==> src/rob_pkg.sv <==
package rob_pkg;

  localparam int DISP_SIZE    = 2;
  localparam int CMT_BLK_SIZE = 8;
  localparam int CMT_BLK_W    = 3;
  localparam int DONE_PORTS   = 2;
  localparam int RNID_W       = 6;
  localparam int REGIDX_W     = 5;
  localparam int VADDR_W      = 32;
  localparam int EXC_W        = 4;

  // Exception causes, mcause numbering
  localparam logic [EXC_W-1:0] EXC_INST_MISALIGN = EXC_W'(0);
  localparam logic [EXC_W-1:0] EXC_ILLEGAL_INST  = EXC_W'(2);
  localparam logic [EXC_W-1:0] EXC_BREAKPOINT    = EXC_W'(3);
  localparam logic [EXC_W-1:0] EXC_LOAD_FAULT    = EXC_W'(5);
  localparam logic [EXC_W-1:0] EXC_STORE_FAULT   = EXC_W'(7);
  localparam logic [EXC_W-1:0] EXC_ECALL_M       = EXC_W'(11);

  typedef struct packed {
    logic [VADDR_W-EXC_W-1:0] tval;
    logic [EXC_W-1:0]         cause;
  } exc_info_t;

  // Same word, read by the report's flag
  typedef union packed {
    logic [VADDR_W-1:0] br_target;
    exc_info_t          exc;
  } done_payload_u;

endpackage

==> src/rob_ptr.sv <==
module rob_ptr (
  input  logic                          i_clk,
  input  logic                          i_reset_n,
  input  logic                          i_in_valid,
  input  logic                          i_out_valid,
  output logic [rob_pkg::CMT_BLK_W-1:0] o_in_ptr,
  output logic [rob_pkg::CMT_BLK_W-1:0] o_out_ptr,
  output logic                          o_full,
  output logic                          o_empty
);
  import rob_pkg::*;

  logic [CMT_BLK_W:0] r_count;

  always_ff @(posedge i_clk, negedge i_reset_n) begin
    if (!i_reset_n) begin
      o_in_ptr  <= '0;
      o_out_ptr <= '0;
      r_count   <= '0;
    end else begin
      if (i_in_valid) o_in_ptr <= o_in_ptr + 1'b1;   // Wraps at the power of two
      if (i_out_valid) o_out_ptr <= o_out_ptr + 1'b1;
      if (i_in_valid && !i_out_valid) begin
        r_count <= r_count + 1'b1;
      end else if (!i_in_valid && i_out_valid) begin
        r_count <= r_count - 1'b1;
      end
    end
  end

  assign o_full  = (r_count == (CMT_BLK_W + 1)'(CMT_BLK_SIZE));
  assign o_empty = (r_count == '0);

endmodule

==> src/rob_entry.sv <==
module rob_entry #(
  parameter int ID = 0
) (
  input  logic                                  i_clk,
  input  logic                                  i_reset_n,
  input  logic                                  i_load_valid,
  input  logic [rob_pkg::DISP_SIZE-1:0]         i_disp_lane_valid,
  input  logic [rob_pkg::DISP_SIZE-1:0]         i_disp_rd_valid,
  input  logic [rob_pkg::REGIDX_W-1:0]          i_disp_rd_regidx [rob_pkg::DISP_SIZE],
  input  logic [rob_pkg::RNID_W-1:0]            i_disp_rd_rnid [rob_pkg::DISP_SIZE],
  input  logic [rob_pkg::RNID_W-1:0]            i_disp_rd_old_rnid [rob_pkg::DISP_SIZE],
  input  logic [rob_pkg::DONE_PORTS-1:0]        i_done_valid,
  input  logic [rob_pkg::CMT_BLK_W-1:0]         i_done_cmt_id [rob_pkg::DONE_PORTS],
  input  logic [$clog2(rob_pkg::DISP_SIZE)-1:0] i_done_lane [rob_pkg::DONE_PORTS],
  input  logic [rob_pkg::DONE_PORTS-1:0]        i_done_br_mispred,
  input  logic [rob_pkg::DONE_PORTS-1:0]        i_done_except,
  input  rob_pkg::done_payload_u                i_done_payload [rob_pkg::DONE_PORTS],
  input  logic                                  i_kill,
  input  logic                                  i_commit_finish,
  output logic                                  o_valid,
  output logic                                  o_dead,
  output logic                                  o_all_done,
  output logic [rob_pkg::DISP_SIZE-1:0]         o_lane_valid,
  output logic [rob_pkg::DISP_SIZE-1:0]         o_br_mispred,
  output logic [rob_pkg::DISP_SIZE-1:0]         o_except,
  output rob_pkg::done_payload_u                o_payload [rob_pkg::DISP_SIZE],
  output logic [rob_pkg::DISP_SIZE-1:0]         o_rd_valid,
  output logic [rob_pkg::REGIDX_W-1:0]          o_rd_regidx [rob_pkg::DISP_SIZE],
  output logic [rob_pkg::RNID_W-1:0]            o_rd_rnid [rob_pkg::DISP_SIZE],
  output logic [rob_pkg::RNID_W-1:0]            o_rd_old_rnid [rob_pkg::DISP_SIZE]
);
  import rob_pkg::*;

  logic [DISP_SIZE-1:0] r_done;
  logic [DISP_SIZE-1:0] w_done_set;
  logic [DISP_SIZE-1:0] w_br_set;
  logic [DISP_SIZE-1:0] w_exc_set;
  done_payload_u        w_payload_in [DISP_SIZE];

  // Match every report port against each lane of this block
  always_comb begin
    w_done_set = '0;
    w_br_set   = '0;
    w_exc_set  = '0;
    for (int l = 0; l < DISP_SIZE; l++) begin
      w_payload_in[l] = '0;
      for (int p = 0; p < DONE_PORTS; p++) begin
        if (i_done_valid[p] && i_done_cmt_id[p] == CMT_BLK_W'(ID) &&
            int'(i_done_lane[p]) == l) begin
          w_done_set[l]   = 1'b1;
          w_br_set[l]     = i_done_br_mispred[p];
          w_exc_set[l]    = i_done_except[p];
          w_payload_in[l] = i_done_payload[p];
        end
      end
    end
  end

  always_ff @(posedge i_clk, negedge i_reset_n) begin
    if (!i_reset_n) begin
      o_valid      <= 1'b0;
      o_dead       <= 1'b0;
      o_lane_valid <= '0;
      r_done       <= '0;
      o_br_mispred <= '0;
      o_except     <= '0;
    end else if (i_commit_finish) begin
      o_valid <= 1'b0;
      o_dead  <= 1'b0;
    end else if (i_load_valid) begin
      o_valid      <= 1'b1;
      o_dead       <= 1'b0;
      o_lane_valid <= i_disp_lane_valid;
      r_done       <= '0;
      o_br_mispred <= '0;
      o_except     <= '0;
    end else if (o_valid) begin
      if (i_kill) o_dead <= 1'b1;
      r_done       <= r_done | w_done_set;
      o_br_mispred <= o_br_mispred | w_br_set;
      o_except     <= o_except | w_exc_set;
    end
  end

  always_ff @(posedge i_clk) begin
    if (i_load_valid) begin
      o_rd_valid    <= i_disp_rd_valid;
      o_rd_regidx   <= i_disp_rd_regidx;
      o_rd_rnid     <= i_disp_rd_rnid;
      o_rd_old_rnid <= i_disp_rd_old_rnid;
    end
    for (int l = 0; l < DISP_SIZE; l++) begin
      if (w_done_set[l]) o_payload[l] <= w_payload_in[l];
    end
  end

  // A dead block counts as done
  assign o_all_done = o_valid & (o_dead | ((r_done & o_lane_valid) == o_lane_valid));

endmodule

==> src/rob_commit_sel.sv <==
module rob_commit_sel (
  input  logic [rob_pkg::DISP_SIZE-1:0] i_lane_valid,
  input  logic [rob_pkg::DISP_SIZE-1:0] i_br_mispred,
  input  logic [rob_pkg::DISP_SIZE-1:0] i_except,
  input  rob_pkg::done_payload_u        i_payload [rob_pkg::DISP_SIZE],
  output logic                          o_flush,
  output logic [rob_pkg::VADDR_W-1:0]   o_flush_pc,
  output logic                          o_except,
  output logic [rob_pkg::EXC_W-1:0]     o_except_cause,
  output logic [rob_pkg::DISP_SIZE-1:0] o_dead_lanes
);
  import rob_pkg::*;

  logic w_found;

  // Lowest flushing lane wins, everything above it dies
  always_comb begin
    w_found        = 1'b0;
    o_flush_pc     = '0;
    o_except       = 1'b0;
    o_except_cause = '0;
    o_dead_lanes   = '0;
    for (int l = 0; l < DISP_SIZE; l++) begin
      if (w_found) begin
        o_dead_lanes[l] = i_lane_valid[l];
      end else if (i_lane_valid[l] && (i_br_mispred[l] || i_except[l])) begin
        w_found  = 1'b1;
        o_except = i_except[l];
        if (i_br_mispred[l]) begin
          o_flush_pc = i_payload[l].br_target;
        end else begin
          o_except_cause = i_payload[l].exc.cause;
        end
      end
    end
  end

  assign o_flush = w_found;

endmodule

==> src/rob.sv <==
module rob (
  input  logic                                  i_clk,
  input  logic                                  i_reset_n,
  input  logic                                  i_disp_valid,
  output logic                                  o_disp_ready,
  input  logic [rob_pkg::DISP_SIZE-1:0]         i_disp_lane_valid,
  input  logic [rob_pkg::DISP_SIZE-1:0]         i_disp_rd_valid,
  input  logic [rob_pkg::REGIDX_W-1:0]          i_disp_rd_regidx [rob_pkg::DISP_SIZE],
  input  logic [rob_pkg::RNID_W-1:0]            i_disp_rd_rnid [rob_pkg::DISP_SIZE],
  input  logic [rob_pkg::RNID_W-1:0]            i_disp_rd_old_rnid [rob_pkg::DISP_SIZE],
  output logic [rob_pkg::CMT_BLK_W-1:0]         o_new_cmt_id,
  input  logic [rob_pkg::DONE_PORTS-1:0]        i_done_valid,
  input  logic [rob_pkg::CMT_BLK_W-1:0]         i_done_cmt_id [rob_pkg::DONE_PORTS],
  input  logic [$clog2(rob_pkg::DISP_SIZE)-1:0] i_done_lane [rob_pkg::DONE_PORTS],
  input  logic [rob_pkg::DONE_PORTS-1:0]        i_done_br_mispred,
  input  logic [rob_pkg::DONE_PORTS-1:0]        i_done_except,
  input  rob_pkg::done_payload_u                i_done_payload [rob_pkg::DONE_PORTS],
  output logic                                  o_cmt_valid,
  output logic [rob_pkg::CMT_BLK_W-1:0]         o_cmt_id,
  output logic [rob_pkg::DISP_SIZE-1:0]         o_cmt_lane_valid,
  output logic                                  o_cmt_flush,
  output logic [rob_pkg::VADDR_W-1:0]           o_cmt_flush_pc,
  output logic                                  o_cmt_except,
  output logic [rob_pkg::EXC_W-1:0]             o_cmt_except_cause,
  output logic [rob_pkg::DISP_SIZE-1:0]         o_cmt_dead_lanes,
  output logic                                  o_cmt_all_dead,
  output logic [rob_pkg::DISP_SIZE-1:0]         o_cmt_rd_valid,
  output logic [rob_pkg::REGIDX_W-1:0]          o_cmt_rd_regidx [rob_pkg::DISP_SIZE],
  output logic [rob_pkg::RNID_W-1:0]            o_cmt_rd_rnid [rob_pkg::DISP_SIZE],
  output logic [rob_pkg::RNID_W-1:0]            o_cmt_rd_old_rnid [rob_pkg::DISP_SIZE]
);
  import rob_pkg::*;

  logic [CMT_BLK_W-1:0]    w_in_ptr;
  logic [CMT_BLK_W-1:0]    w_out_ptr;
  logic                    w_full;
  logic                    w_empty;
  logic [CMT_BLK_SIZE-1:0] w_valid;
  logic [CMT_BLK_SIZE-1:0] w_dead;
  logic [CMT_BLK_SIZE-1:0] w_all_done;
  logic [DISP_SIZE-1:0]    w_lane_valid [CMT_BLK_SIZE];
  logic [DISP_SIZE-1:0]    w_br_mispred [CMT_BLK_SIZE];
  logic [DISP_SIZE-1:0]    w_except [CMT_BLK_SIZE];
  logic [DISP_SIZE-1:0]    w_rd_valid [CMT_BLK_SIZE];
  done_payload_u           w_payload [CMT_BLK_SIZE][DISP_SIZE];
  logic [REGIDX_W-1:0]     w_rd_regidx [CMT_BLK_SIZE][DISP_SIZE];
  logic [RNID_W-1:0]       w_rd_rnid [CMT_BLK_SIZE][DISP_SIZE];
  logic [RNID_W-1:0]       w_rd_old_rnid [CMT_BLK_SIZE][DISP_SIZE];
  logic                    w_disp_accept;
  logic                    r_killing;
  logic                    w_killing;
  logic                    w_sel_flush;
  logic                    w_sel_except;
  logic [DISP_SIZE-1:0]    w_sel_dead;

  assign w_disp_accept = i_disp_valid & o_disp_ready;

  rob_ptr u_ptr (
    .i_clk       (i_clk),
    .i_reset_n   (i_reset_n),
    .i_in_valid  (w_disp_accept),
    .i_out_valid (o_cmt_valid),
    .o_in_ptr    (w_in_ptr),
    .o_out_ptr   (w_out_ptr),
    .o_full      (w_full),
    .o_empty     (w_empty)
  );

  for (genvar c = 0; c < CMT_BLK_SIZE; c++) begin : g_entry
    rob_entry #(.ID(c)) u_entry (
      .i_clk              (i_clk),
      .i_reset_n          (i_reset_n),
      .i_load_valid       (w_disp_accept & (w_in_ptr == CMT_BLK_W'(c))),
      .i_disp_lane_valid  (i_disp_lane_valid),
      .i_disp_rd_valid    (i_disp_rd_valid),
      .i_disp_rd_regidx   (i_disp_rd_regidx),
      .i_disp_rd_rnid     (i_disp_rd_rnid),
      .i_disp_rd_old_rnid (i_disp_rd_old_rnid),
      .i_done_valid       (i_done_valid),
      .i_done_cmt_id      (i_done_cmt_id),
      .i_done_lane        (i_done_lane),
      .i_done_br_mispred  (i_done_br_mispred),
      .i_done_except      (i_done_except),
      .i_done_payload     (i_done_payload),
      .i_kill             (o_cmt_flush & (w_out_ptr != CMT_BLK_W'(c))),  // Everything but the head
      .i_commit_finish    (o_cmt_valid & (w_out_ptr == CMT_BLK_W'(c))),
      .o_valid            (w_valid[c]),
      .o_dead             (w_dead[c]),
      .o_all_done         (w_all_done[c]),
      .o_lane_valid       (w_lane_valid[c]),
      .o_br_mispred       (w_br_mispred[c]),
      .o_except           (w_except[c]),
      .o_payload          (w_payload[c]),
      .o_rd_valid         (w_rd_valid[c]),
      .o_rd_regidx        (w_rd_regidx[c]),
      .o_rd_rnid          (w_rd_rnid[c]),
      .o_rd_old_rnid      (w_rd_old_rnid[c])
    );
  end

  rob_commit_sel u_sel (
    .i_lane_valid   (w_lane_valid[w_out_ptr]),
    .i_br_mispred   (w_br_mispred[w_out_ptr]),
    .i_except       (w_except[w_out_ptr]),
    .i_payload      (w_payload[w_out_ptr]),
    .o_flush        (w_sel_flush),
    .o_flush_pc     (o_cmt_flush_pc),
    .o_except       (w_sel_except),
    .o_except_cause (o_cmt_except_cause),
    .o_dead_lanes   (w_sel_dead)
  );

  // Draining younger blocks after a flush
  assign w_killing = r_killing & w_valid[w_out_ptr] & w_dead[w_out_ptr];

  always_ff @(posedge i_clk, negedge i_reset_n) begin
    if (!i_reset_n) begin
      r_killing <= 1'b0;
    end else if (o_cmt_flush && w_valid[CMT_BLK_W'(w_out_ptr + 1'b1)]) begin
      r_killing <= 1'b1;
    end else if (r_killing && !(w_valid[w_out_ptr] && w_dead[w_out_ptr])) begin
      r_killing <= 1'b0;
    end
  end

  assign o_disp_ready     = ~w_full & ~w_killing;
  assign o_new_cmt_id     = w_in_ptr;
  assign o_cmt_valid      = ~w_empty & w_all_done[w_out_ptr];
  assign o_cmt_id         = w_out_ptr;
  assign o_cmt_lane_valid = w_lane_valid[w_out_ptr];
  assign o_cmt_flush      = o_cmt_valid & w_sel_flush & ~w_killing;
  assign o_cmt_except     = o_cmt_flush & w_sel_except;
  assign o_cmt_dead_lanes = w_killing ? w_lane_valid[w_out_ptr] : w_sel_dead;
  assign o_cmt_all_dead   = w_killing;

  assign o_cmt_rd_valid    = w_rd_valid[w_out_ptr];
  assign o_cmt_rd_regidx   = w_rd_regidx[w_out_ptr];
  assign o_cmt_rd_rnid     = w_rd_rnid[w_out_ptr];
  assign o_cmt_rd_old_rnid = w_rd_old_rnid[w_out_ptr];

endmodule

==> src/rob_arch_map.sv <==
module rob_arch_map (
  input  logic                          i_clk,
  input  logic                          i_reset_n,
  input  logic                          i_cmt_valid,
  input  logic [rob_pkg::DISP_SIZE-1:0] i_cmt_lane_valid,
  input  logic [rob_pkg::DISP_SIZE-1:0] i_cmt_dead_lanes,
  input  logic                          i_cmt_all_dead,
  input  logic [rob_pkg::DISP_SIZE-1:0] i_cmt_rd_valid,
  input  logic [rob_pkg::REGIDX_W-1:0]  i_cmt_rd_regidx [rob_pkg::DISP_SIZE],
  input  logic [rob_pkg::RNID_W-1:0]    i_cmt_rd_rnid [rob_pkg::DISP_SIZE],
  input  logic [rob_pkg::RNID_W-1:0]    i_cmt_rd_old_rnid [rob_pkg::DISP_SIZE],
  input  logic [rob_pkg::REGIDX_W-1:0]  i_map_regidx,
  output logic [rob_pkg::RNID_W-1:0]    o_map_rnid,
  output logic [rob_pkg::DISP_SIZE-1:0] o_free_valid,
  output logic [rob_pkg::RNID_W-1:0]    o_free_rnid [rob_pkg::DISP_SIZE]
);
  import rob_pkg::*;

  logic [RNID_W-1:0]    r_map [2**REGIDX_W];
  logic [DISP_SIZE-1:0] w_killed;
  logic [DISP_SIZE-1:0] w_live;
  logic [DISP_SIZE-1:0] w_dead;

  assign w_killed = i_cmt_dead_lanes | {DISP_SIZE{i_cmt_all_dead}};
  assign w_live   = {DISP_SIZE{i_cmt_valid}} & i_cmt_lane_valid & i_cmt_rd_valid & ~w_killed;
  assign w_dead   = {DISP_SIZE{i_cmt_valid}} & i_cmt_lane_valid & i_cmt_rd_valid & w_killed;

  always_ff @(posedge i_clk, negedge i_reset_n) begin
    if (!i_reset_n) begin
      for (int i = 0; i < 2**REGIDX_W; i++) r_map[i] <= RNID_W'(i);
    end else begin
      // Later lane overrides on the same index
      for (int l = 0; l < DISP_SIZE; l++) begin
        if (w_live[l]) r_map[i_cmt_rd_regidx[l]] <= i_cmt_rd_rnid[l];
      end
    end
  end

  assign o_map_rnid   = r_map[i_map_regidx];
  assign o_free_valid = w_live | w_dead;

  for (genvar l = 0; l < DISP_SIZE; l++) begin : g_free
    assign o_free_rnid[l] = w_dead[l] ? i_cmt_rd_rnid[l] : i_cmt_rd_old_rnid[l];  // Dead frees new
  end

endmodule

==> src/rob_top.sv <==
module rob_top (
  input  logic                                  i_clk,
  input  logic                                  i_reset_n,
  input  logic                                  i_disp_valid,
  output logic                                  o_disp_ready,
  input  logic [rob_pkg::VADDR_W-1:0]           i_disp_pc,
  input  logic [rob_pkg::DISP_SIZE-1:0]         i_disp_lane_valid,
  input  logic [rob_pkg::DISP_SIZE-1:0]         i_disp_rd_valid,
  input  logic [rob_pkg::REGIDX_W-1:0]          i_disp_rd_regidx [rob_pkg::DISP_SIZE],
  input  logic [rob_pkg::RNID_W-1:0]            i_disp_rd_rnid [rob_pkg::DISP_SIZE],
  input  logic [rob_pkg::RNID_W-1:0]            i_disp_rd_old_rnid [rob_pkg::DISP_SIZE],
  output logic [rob_pkg::CMT_BLK_W-1:0]         o_new_cmt_id,
  input  logic [rob_pkg::DONE_PORTS-1:0]        i_done_valid,
  input  logic [rob_pkg::CMT_BLK_W-1:0]         i_done_cmt_id [rob_pkg::DONE_PORTS],
  input  logic [$clog2(rob_pkg::DISP_SIZE)-1:0] i_done_lane [rob_pkg::DONE_PORTS],
  input  logic [rob_pkg::DONE_PORTS-1:0]        i_done_br_mispred,
  input  logic [rob_pkg::DONE_PORTS-1:0]        i_done_except,
  input  rob_pkg::done_payload_u                i_done_payload [rob_pkg::DONE_PORTS],
  output logic                                  o_cmt_valid,
  output logic [rob_pkg::CMT_BLK_W-1:0]         o_cmt_id,
  output logic [rob_pkg::DISP_SIZE-1:0]         o_cmt_lane_valid,
  output logic                                  o_cmt_flush,
  output logic [rob_pkg::VADDR_W-1:0]           o_cmt_flush_pc,
  output logic                                  o_cmt_except,
  output logic [rob_pkg::EXC_W-1:0]             o_cmt_except_cause,
  output logic [rob_pkg::DISP_SIZE-1:0]         o_cmt_dead_lanes,
  output logic                                  o_cmt_all_dead,
  input  logic [rob_pkg::REGIDX_W-1:0]          i_map_regidx,
  output logic [rob_pkg::RNID_W-1:0]            o_map_rnid,
  output logic [rob_pkg::DISP_SIZE-1:0]         o_free_valid,
  output logic [rob_pkg::RNID_W-1:0]            o_free_rnid [rob_pkg::DISP_SIZE]
);
  import rob_pkg::*;

  logic [DISP_SIZE-1:0] w_cmt_rd_valid;
  logic [REGIDX_W-1:0]  w_cmt_rd_regidx [DISP_SIZE];
  logic [RNID_W-1:0]    w_cmt_rd_rnid [DISP_SIZE];
  logic [RNID_W-1:0]    w_cmt_rd_old_rnid [DISP_SIZE];

  rob u_rob (
    .i_clk, .i_reset_n, .i_disp_valid, .o_disp_ready,
    .i_disp_lane_valid, .i_disp_rd_valid, .i_disp_rd_regidx,
    .i_disp_rd_rnid, .i_disp_rd_old_rnid, .o_new_cmt_id,
    .i_done_valid, .i_done_cmt_id, .i_done_lane,
    .i_done_br_mispred, .i_done_except, .i_done_payload,
    .o_cmt_valid, .o_cmt_id, .o_cmt_lane_valid, .o_cmt_flush, .o_cmt_flush_pc,
    .o_cmt_except, .o_cmt_except_cause, .o_cmt_dead_lanes, .o_cmt_all_dead,
    .o_cmt_rd_valid    (w_cmt_rd_valid),
    .o_cmt_rd_regidx   (w_cmt_rd_regidx),
    .o_cmt_rd_rnid     (w_cmt_rd_rnid),
    .o_cmt_rd_old_rnid (w_cmt_rd_old_rnid)
  );

  rob_arch_map u_arch_map (
    .i_clk, .i_reset_n,
    .i_cmt_valid       (o_cmt_valid),
    .i_cmt_lane_valid  (o_cmt_lane_valid),
    .i_cmt_dead_lanes  (o_cmt_dead_lanes),
    .i_cmt_all_dead    (o_cmt_all_dead),
    .i_cmt_rd_valid    (w_cmt_rd_valid),
    .i_cmt_rd_regidx   (w_cmt_rd_regidx),
    .i_cmt_rd_rnid     (w_cmt_rd_rnid),
    .i_cmt_rd_old_rnid (w_cmt_rd_old_rnid),
    .i_map_regidx, .o_map_rnid, .o_free_valid, .o_free_rnid
  );

endmodule

==> config.mk <==
export PLATFORM = sky130hd
export DESIGN_NAME = rob_top
export DESIGN_NICKNAME = d
export VERILOG_FILES = /design/src/rob_pkg.sv /design/src/rob_ptr.sv /design/src/rob_entry.sv /design/src/rob_commit_sel.sv /design/src/rob.sv /design/src/rob_arch_map.sv /design/src/rob_top.sv
export SDC_FILE = /design/constraint.sdc
export NUM_CORES = 2
export LEC_CHECK = 0
export BUFFER_PORTS_ARGS = -buffer_cell sky130_fd_sc_hd__buf_2
export CAP_MARGIN = 10
export CELL_PAD_IN_SITES_DETAIL_PLACEMENT = 0
export CELL_PAD_IN_SITES_GLOBAL_PLACEMENT = 1
export CORE_MARGIN = 2
export CORE_UTILIZATION = 40
export DETAILED_ROUTE_END_ITERATION = 10
export GPL_TIMING_DRIVEN = 0
export PLACE_DENSITY = 0.68
export SLEW_MARGIN = 10
export SYNTH_ARGS = -nofsm -noshare
export SYNTH_HDL_FRONTEND = slang
export SYNTH_SLANG_ARGS = --single-unit
==> constraint.sdc <==
create_clock -name i_clk -period 7.5 [get_ports i_clk]
set_input_delay 1.5 -clock i_clk [delete_from_list [all_inputs] [get_ports i_clk]]
set_output_delay 1.5 -clock i_clk [all_outputs]
set_load 0.05 [all_outputs]
-- After elaboration in Yosys (flattened, before gate mapping)
Cells that the tools add are included.
- output and inout port bits: 71
- flip-flop bits (word level): 1083
- word-level logic and storage cells: 733
- input bits: 156
- equality and inequality tests: 44
- mux-type cells: 291
- $add $sub $neg: 4
- order comparisons: 8
- bitwise operators: 104
- reductions and logical operators: 126
- operators by type and width (kind ; count):
    $mux W32 ; 37
    $bwmux W192 ; 2
    $mux W192 ; 2
    $bmux W64 S3 ; 1
    $mux W1 ; 157
    $mux W64 ; 2
    $mux W2 ; 57
    $bmux W12 S3 ; 2
    $demux W6 S5 ; 2
    $logic_and A1 B1 Y1 ; 57
    $or A2 B2 Y2 ; 26
    $reduce_bool A3 Y1 ; 17
    $eq A3 B3 Y1 const B ; 16
    $mux W12 ; 4
    $reduce_and A2 Y1 ; 24
    $and A1 B1 Y1 ; 40
    $mux W6 ; 6
    $reduce_bool A2 Y1 ; 18
    $bmux W10 S3 ; 1
    $bmux W6 S5 ; 1
    $mux W4 ; 7
    $and A2 B2 Y2 ; 12
    $bmux W2 S3 ; 4
    $eq A3 B2 Y1 const B ; 8
    other kinds (24) ; 74

-- Depth between registers and ports, before layout
- depth in word-level cells: 15
- mapped depth: 16
- depth with buffers taken out: 13

-- Cells and area by module
From an unflattened synthesis, not the netlist that was laid out.
- cells, all modules: 3722
- area, all modules: 53505.1 µm²
- modules (own cells, without submodules) (module ; sequential area each (µm²) ; cells an instance ; area an instance (µm²) ; times used):
    rob_entry (u_rob.g_entry[1].u_entry ...) ; 3253.1 ; 232 ; 4269.1 ; 3
    rob_entry (u_rob.g_entry[3].u_entry ...) ; 3253.1 ; 232 ; 4215.3 ; 3
    rob_arch_map ; 4904.7 ; 1069 ; 11482.3 ; 1
    rob ; 25.0 ; 686 ; 6957.9 ; 1
    rob_entry (u_rob.g_entry[7].u_entry) ; 3253.1 ; 232 ; 4249.1 ; 1
    rob_entry (u_rob.g_entry[0].u_entry) ; 3253.1 ; 232 ; 4232.8 ; 1
    rob_commit_sel ; 0.0 ; 64 ; 566.8 ; 1
    rob_ptr ; 250.2 ; 47 ; 563.0 ; 1

-- Worst setup path before layout
No wires, ideal clock.
- path kind: input to output
- from: input port i_map_regidx[0] (netlist bit)
- to: output port o_map_rnid[5] (netlist bit)
- stages: 6
- data arrival time: 4025 ps
- required time: 6000 ps
- slack: 1975 ps
- path buffers: 3
- cells stage by stage: buf_1 -> clkbuf_1 -> clkbuf_1 -> mux4_2 -> mux4_2 -> mux2_2
- word-level cells in the longest chain between the ends: 4
- ends and longest elaborated chain (what ; RTL line ; text):
    start, declared ; rob_top.sv:28 ; input logic [rob_pkg::REGIDX_W-1:0] i_map_regidx,
    $not A5 Y6 (implied by the code) ; rob_arch_map.sv:39 ; assign o_map_rnid = r_map[i_map_regidx];
    $bmux W6 S5 ; rob_arch_map.sv:39 ;
    $mux W6 (implied by the code) (2 in a row) ; rob_arch_map.sv:39 ;
    end, declared ; rob_top.sv:29 ; output logic [rob_pkg::RNID_W-1:0] o_map_rnid,
Every way passes these cells. The select of a mux whose other input is x is not followed.

-- Worst setup path after layout
- from: register u_rob.u_ptr.o_out_ptr[2] (netlist bit)
- to: output port o_cmt_flush_pc[30] (netlist bit)
- word-level cells in the longest chain between the ends: 10
- elaborated cells on any way between the ends: 23
- those cells by class: mux: 18; bitwise: 1; reduce/logical: 4
- ends and longest elaborated chain (what ; RTL line ; text):
    start, declared ; rob_ptr.sv:7 ; output logic [rob_pkg::CMT_BLK_W-1:0] o_out_ptr,
    start signal, assigned ; rob_ptr.sv:22 ; if (i_out_valid) o_out_ptr <= o_out_ptr + 1'b1;
    $not A3 Y4 (implied by the code) (*) ; n/a ;
    $bmux W2 S3, on equally long branches ; rob.sv:103, rob.sv:104 ;
    $mux W2, on equally long branches (2 in a row) ; rob.sv:103, rob.sv:104 ;
    $logic_or A1 B1 Y1 ; rob_commit_sel.sv:26 ; end else if (i_lane_valid[l] && (i_br_mispred[l] || i_except[l])) begin
    $logic_and A1 B1 Y1 ; rob_commit_sel.sv:26 ;
    $mux W32 ; rob_commit_sel.sv:26 ;
    $mux W32 ; rob_commit_sel.sv:29 ; if (i_br_mispred[l]) begin
    $mux W32 ; rob_commit_sel.sv:26 ;
    $mux W32 (*) ; rob_commit_sel.sv:24 ; if (w_found) begin
    end, declared ; rob_top.sv:23 ; output logic [rob_pkg::VADDR_W-1:0] o_cmt_flush_pc,
Every way passes the cells marked *; elsewhere a longest branch is shown, timed or not. The select of a mux whose other input is x is not followed.

==> impl_metrics.py <==
metrics = {
    "status": {
        "status": "complete, no violations",
    },
    "yosys": {
        "async_reset_ff_share_pct": 26.1,
        "syn_area_um2": 51900,
        "synth_compound_area_share_pct": 11.0,
        "synth-xor-area-share_pct": 0.101,
        "yosys_register_bits": 1083,
        "yosys_warnings": 0,
        "avgSynthCellArea_um2": 15.3,
        "synthSimpleGateAreaFrac_pct": 3.73,
        "synthFlopType": "edfxtp_1",
        "synth_top_family_by_area": "multiplexers",
        "synth_edf_count": 800,
        "synth_cell_types": 63,
        "synth_fp_nets": 3560,
        "synth_cells": 3388,
        "synth_fa_ha_area_share_pct": 0.400,
        "yosysSeqAreaShare_pct": 60.1,
        "synth_mux_area_share_pct": 21.5,
    },
    "die": {
        "io_pins": 227,
        "core_um2": 129000,
        "die_h_um": 364,
        "die_w_um": 364,
        "rows": 132,
        "floorplan.initialDensity_pct": 40.2,
        "die_area_um2": 133000,
    },
    "clock_tree": {
        "cts_setup_buffers": 0,
        "clk_pin_slew_worst_paths_ps": 60,
        "cts.sinks": 1083,
        "clock_tree.root_cell": "clkbuf_16",
        "numCtsBuffers": 113,
        "insertion_delay_ps": 750,
        "tritoncts": "done",
        "ctsHoldBuffers": 0,
        "clk_path_buf_depth": 3,
        "htreeDepth": 3,
    },
    "final_layout": {
        "drive_gt1_share_pct": 22.0,
        "fillCellCount": 11500,
        "multiInputGateArea_um2": 19300,
        "layout.nets": 3831,
        "layout_commonest_cell": "edfxtp_1",
        "design_area_um2": 59400,
        "final_core_util_pct": 46.0,
        "seq_area_um2": 31200,
        "area_growth_pct": 14.3,
        "final_cell_mix": "edfxtp_1, a22o_1, mux2i_1, clkbuf_1, mux4_2",
    },
    "setup_path": {
        "ff2ff_setup_slack_ps": 2020,
        "crit_type": "flip-flop to output port",
        "reg2reg_to": "u_rob.g_entry[3].u_entry.o_lane_valid[0]",
        "cp_data_required_time_ps": 6000,
        "worst-r2r-cell-count": 10,
        "cp-end-kind": "output port",
        "start_kind": "flip-flop",
        "cp_max_fo": 10,
        "r2r-start": "u_rob.u_ptr.o_out_ptr[2]",
        "cp_data_arrival_time_ps": 5900,
    },
    "sta": {
        "finalCriticalPeriod_ps": 7400,
        "max_slew.worst_pin.slew_ps": 1450,
        "rsz0062_at_grt": "false",
        "slew_violations": 0,
        "tns_ps": 0,
        "finalSetupViolCount": 0,
        "timing_hold_violations_final": 0,
        "slew_headroom_pct": 3.28,
        "fmax_mhz": 135,
        "fin_skew_ps": 23.0,
        "fin_crit_sh_pct": 98.6,
    },
    "placed_design": {
        "place_area_um2": 55700,
        "place_congestion": 0.860,
        "hpwl_mm": 117,
        "port_buffers": 122,
    },
    "drt": {
        "drt_wl_total_mm": 164,
        "post_drt_wl_per_cell_um": 29.9,
        "drtAntennaViolNets": 0,
        "drtPass1Iterations": 7,
        "drt_iter0_markers": 3366,
        "routed_via_density": 5.97,
        "via_count": 32800,
        "drc": 0,
    },
    "global_route": {
        "grt_remaining_overflow": 0,
        "grt_use_total_pct": 24.6,
        "antenna_found_initial": 14,
        "grt_pass1_vias": 33300,
        "grt_pass1_wl_mm": 236,
        "grt_max_degree": 105,
    },
    "min_path": {
        "whs_path_depth": 2,
        "holdCritPathClass": "flip-flop to flip-flop",
        "min-delay-start": "u_rob.g_entry[1].u_entry.r_done[0]",
        "whs_endpoint": "u_rob.g_entry[1].u_entry.r_done[0]",
    },
    "power": {
        "power_density_nw_per_um2": 366,
        "p_leak_nw": 20.5,
        "peakVddDrop_mv": 0.321,
    },
    "job": {
        "cap_viol_max_count": 0,
    },
}
state kept, by name (all words and copies together), names as in the netlist:
signal,flops
u_arch_map.r_map,192
u_rob.g_entry.u_entry.o_br_mispred,16
u_rob.g_entry.u_entry.o_dead,8
u_rob.g_entry.u_entry.o_except,16
u_rob.g_entry.u_entry.o_lane_valid,16
u_rob.g_entry.u_entry.o_payload,512
u_rob.g_entry.u_entry.o_rd_old_rnid,96
u_rob.g_entry.u_entry.o_rd_regidx,80
u_rob.g_entry.u_entry.o_rd_rnid,96
u_rob.g_entry.u_entry.o_rd_valid,16
u_rob.g_entry.u_entry.o_valid,8
u_rob.g_entry.u_entry.r_done,16
u_rob.r_killing,1
u_rob.u_ptr.o_in_ptr,3
u_rob.u_ptr.o_out_ptr,3
u_rob.u_ptr.r_count,4
report_power, final:
part / internal [mW] / leakage [nW] / switching [mW]
sequential: 7.42 / 9.86 / 0.461
combinational: 2.61 / 8.88 / 5.70
clock: 3.10 / 1.76 / 2.45
total: 13.1 / 20.5 / 8.62
area by class of cell:
class	count	area share (%)
Buffer	388	2.60
Inverter	31	0.196
Clock inverter	51	0.778
Tap cell	1742	3.67
Sequential cell	1083	52.6
Antenna cell	3	0.0126
Timing Repair Buffer	157	2.43
Clock buffer	156	5.29
Multi-Input combinational cell	1885	32.5
cells by family after synthesis:
kind of cell	Yosys count
AND/OR/NAND/NOR	389
buffers and inverters	420
XOR/XNOR	6
adder cells (fa/ha/maj)	16
AO/OA/AOI/OAI	700
multiplexers	774
flip-flops	1083
through the flow:
step	setup slack (ps)	hold WS, ps	cells	total power [mW]
CTS	83.2	490	5493	21.8
global route	2.92	511	5493	22.5
detailed placement	503	475	5287	16.3
global placement	-957	471	5252	16.2
floorplan	1980	451	3388	13.2
finish	103	487	5496	21.7
cells in the mapped netlist (8+ instances only):
library cell	count	area, um2
mux2i_1	462	4620
or2_2	9	56.3
nor3_2	17	170
mux2_2	41	462
edfxtp_1	800	24000
a22o_1	542	4750
inv_1	30	113
o22ai_1	37	231
nor2_1	107	402
a31oi_1	12	75.1
nand2_2	8	50.1
dfrtp_1	203	5080
nor3_1	16	80.1
a21oi_1	56	280
mux4_2	271	6100
o21ai_0	23	115
nand2_1	120	450
buf_1	91	342
dfstp_2	80	2100
clkbuf_1	256	961
buf_2	37	185
and3_1	13	81.3
nand3_1	25	125
and2_1	19	119
nand2b_1	18	113
ha_1	15	188
routing by layer:
metal / vias to the layer above / routed length (um) / global-route usage [%]
met3: 290 / 12300 / 4.78
met1: 17100 / 67500 / 33.1
li1: 14100 / - / -
met5: - / 89 / 0
met2: 1348 / 79100 / 40.5
met4: 12 / 5350 / 7.35
worst max-delay path, cell delays in order (launching register included):
cell	delay, ps
dfrtp_1	520
inv_1	290
buf_2	390
buf_1	740
clkbuf_1	630
clkbuf_1	710
clkdlybuf4s15_1	980
mux2i_1	200
o22ai_1	310
buf_2	330
worst max-delay path by stage:
| stage | startpoint | end | slack [ps] | cells after the start |
|---|---|---|---|---|
| after CTS | u_rob.u_ptr.o_out_ptr[2] | o_cmt_flush_pc[10] | 80 | 9 |
| after global placement | i_reset_n | u_rob.g_entry[5].u_entry.r_done[1] | -960 | 1 |
| final | u_rob.u_ptr.o_out_ptr[2] | o_cmt_flush_pc[30] | 100 | 9 |
| after global routing | u_rob.u_ptr.o_out_ptr[2] | o_cmt_flush_pc[30] | 3 | 9 |
| after detailed placement | u_rob.u_ptr.o_out_ptr[1] | o_cmt_flush_pc[14] | 500 | 10 |
| after floorplan | i_map_regidx[0] | o_map_rnid[5] | 1980 | 6 |
timing repair:
action	CTS	global route
setup endpoints to repair	12	1
cloned	0	0
gates resized for setup	3	2
Note: power is estimated with default switching activity, not from simulation.
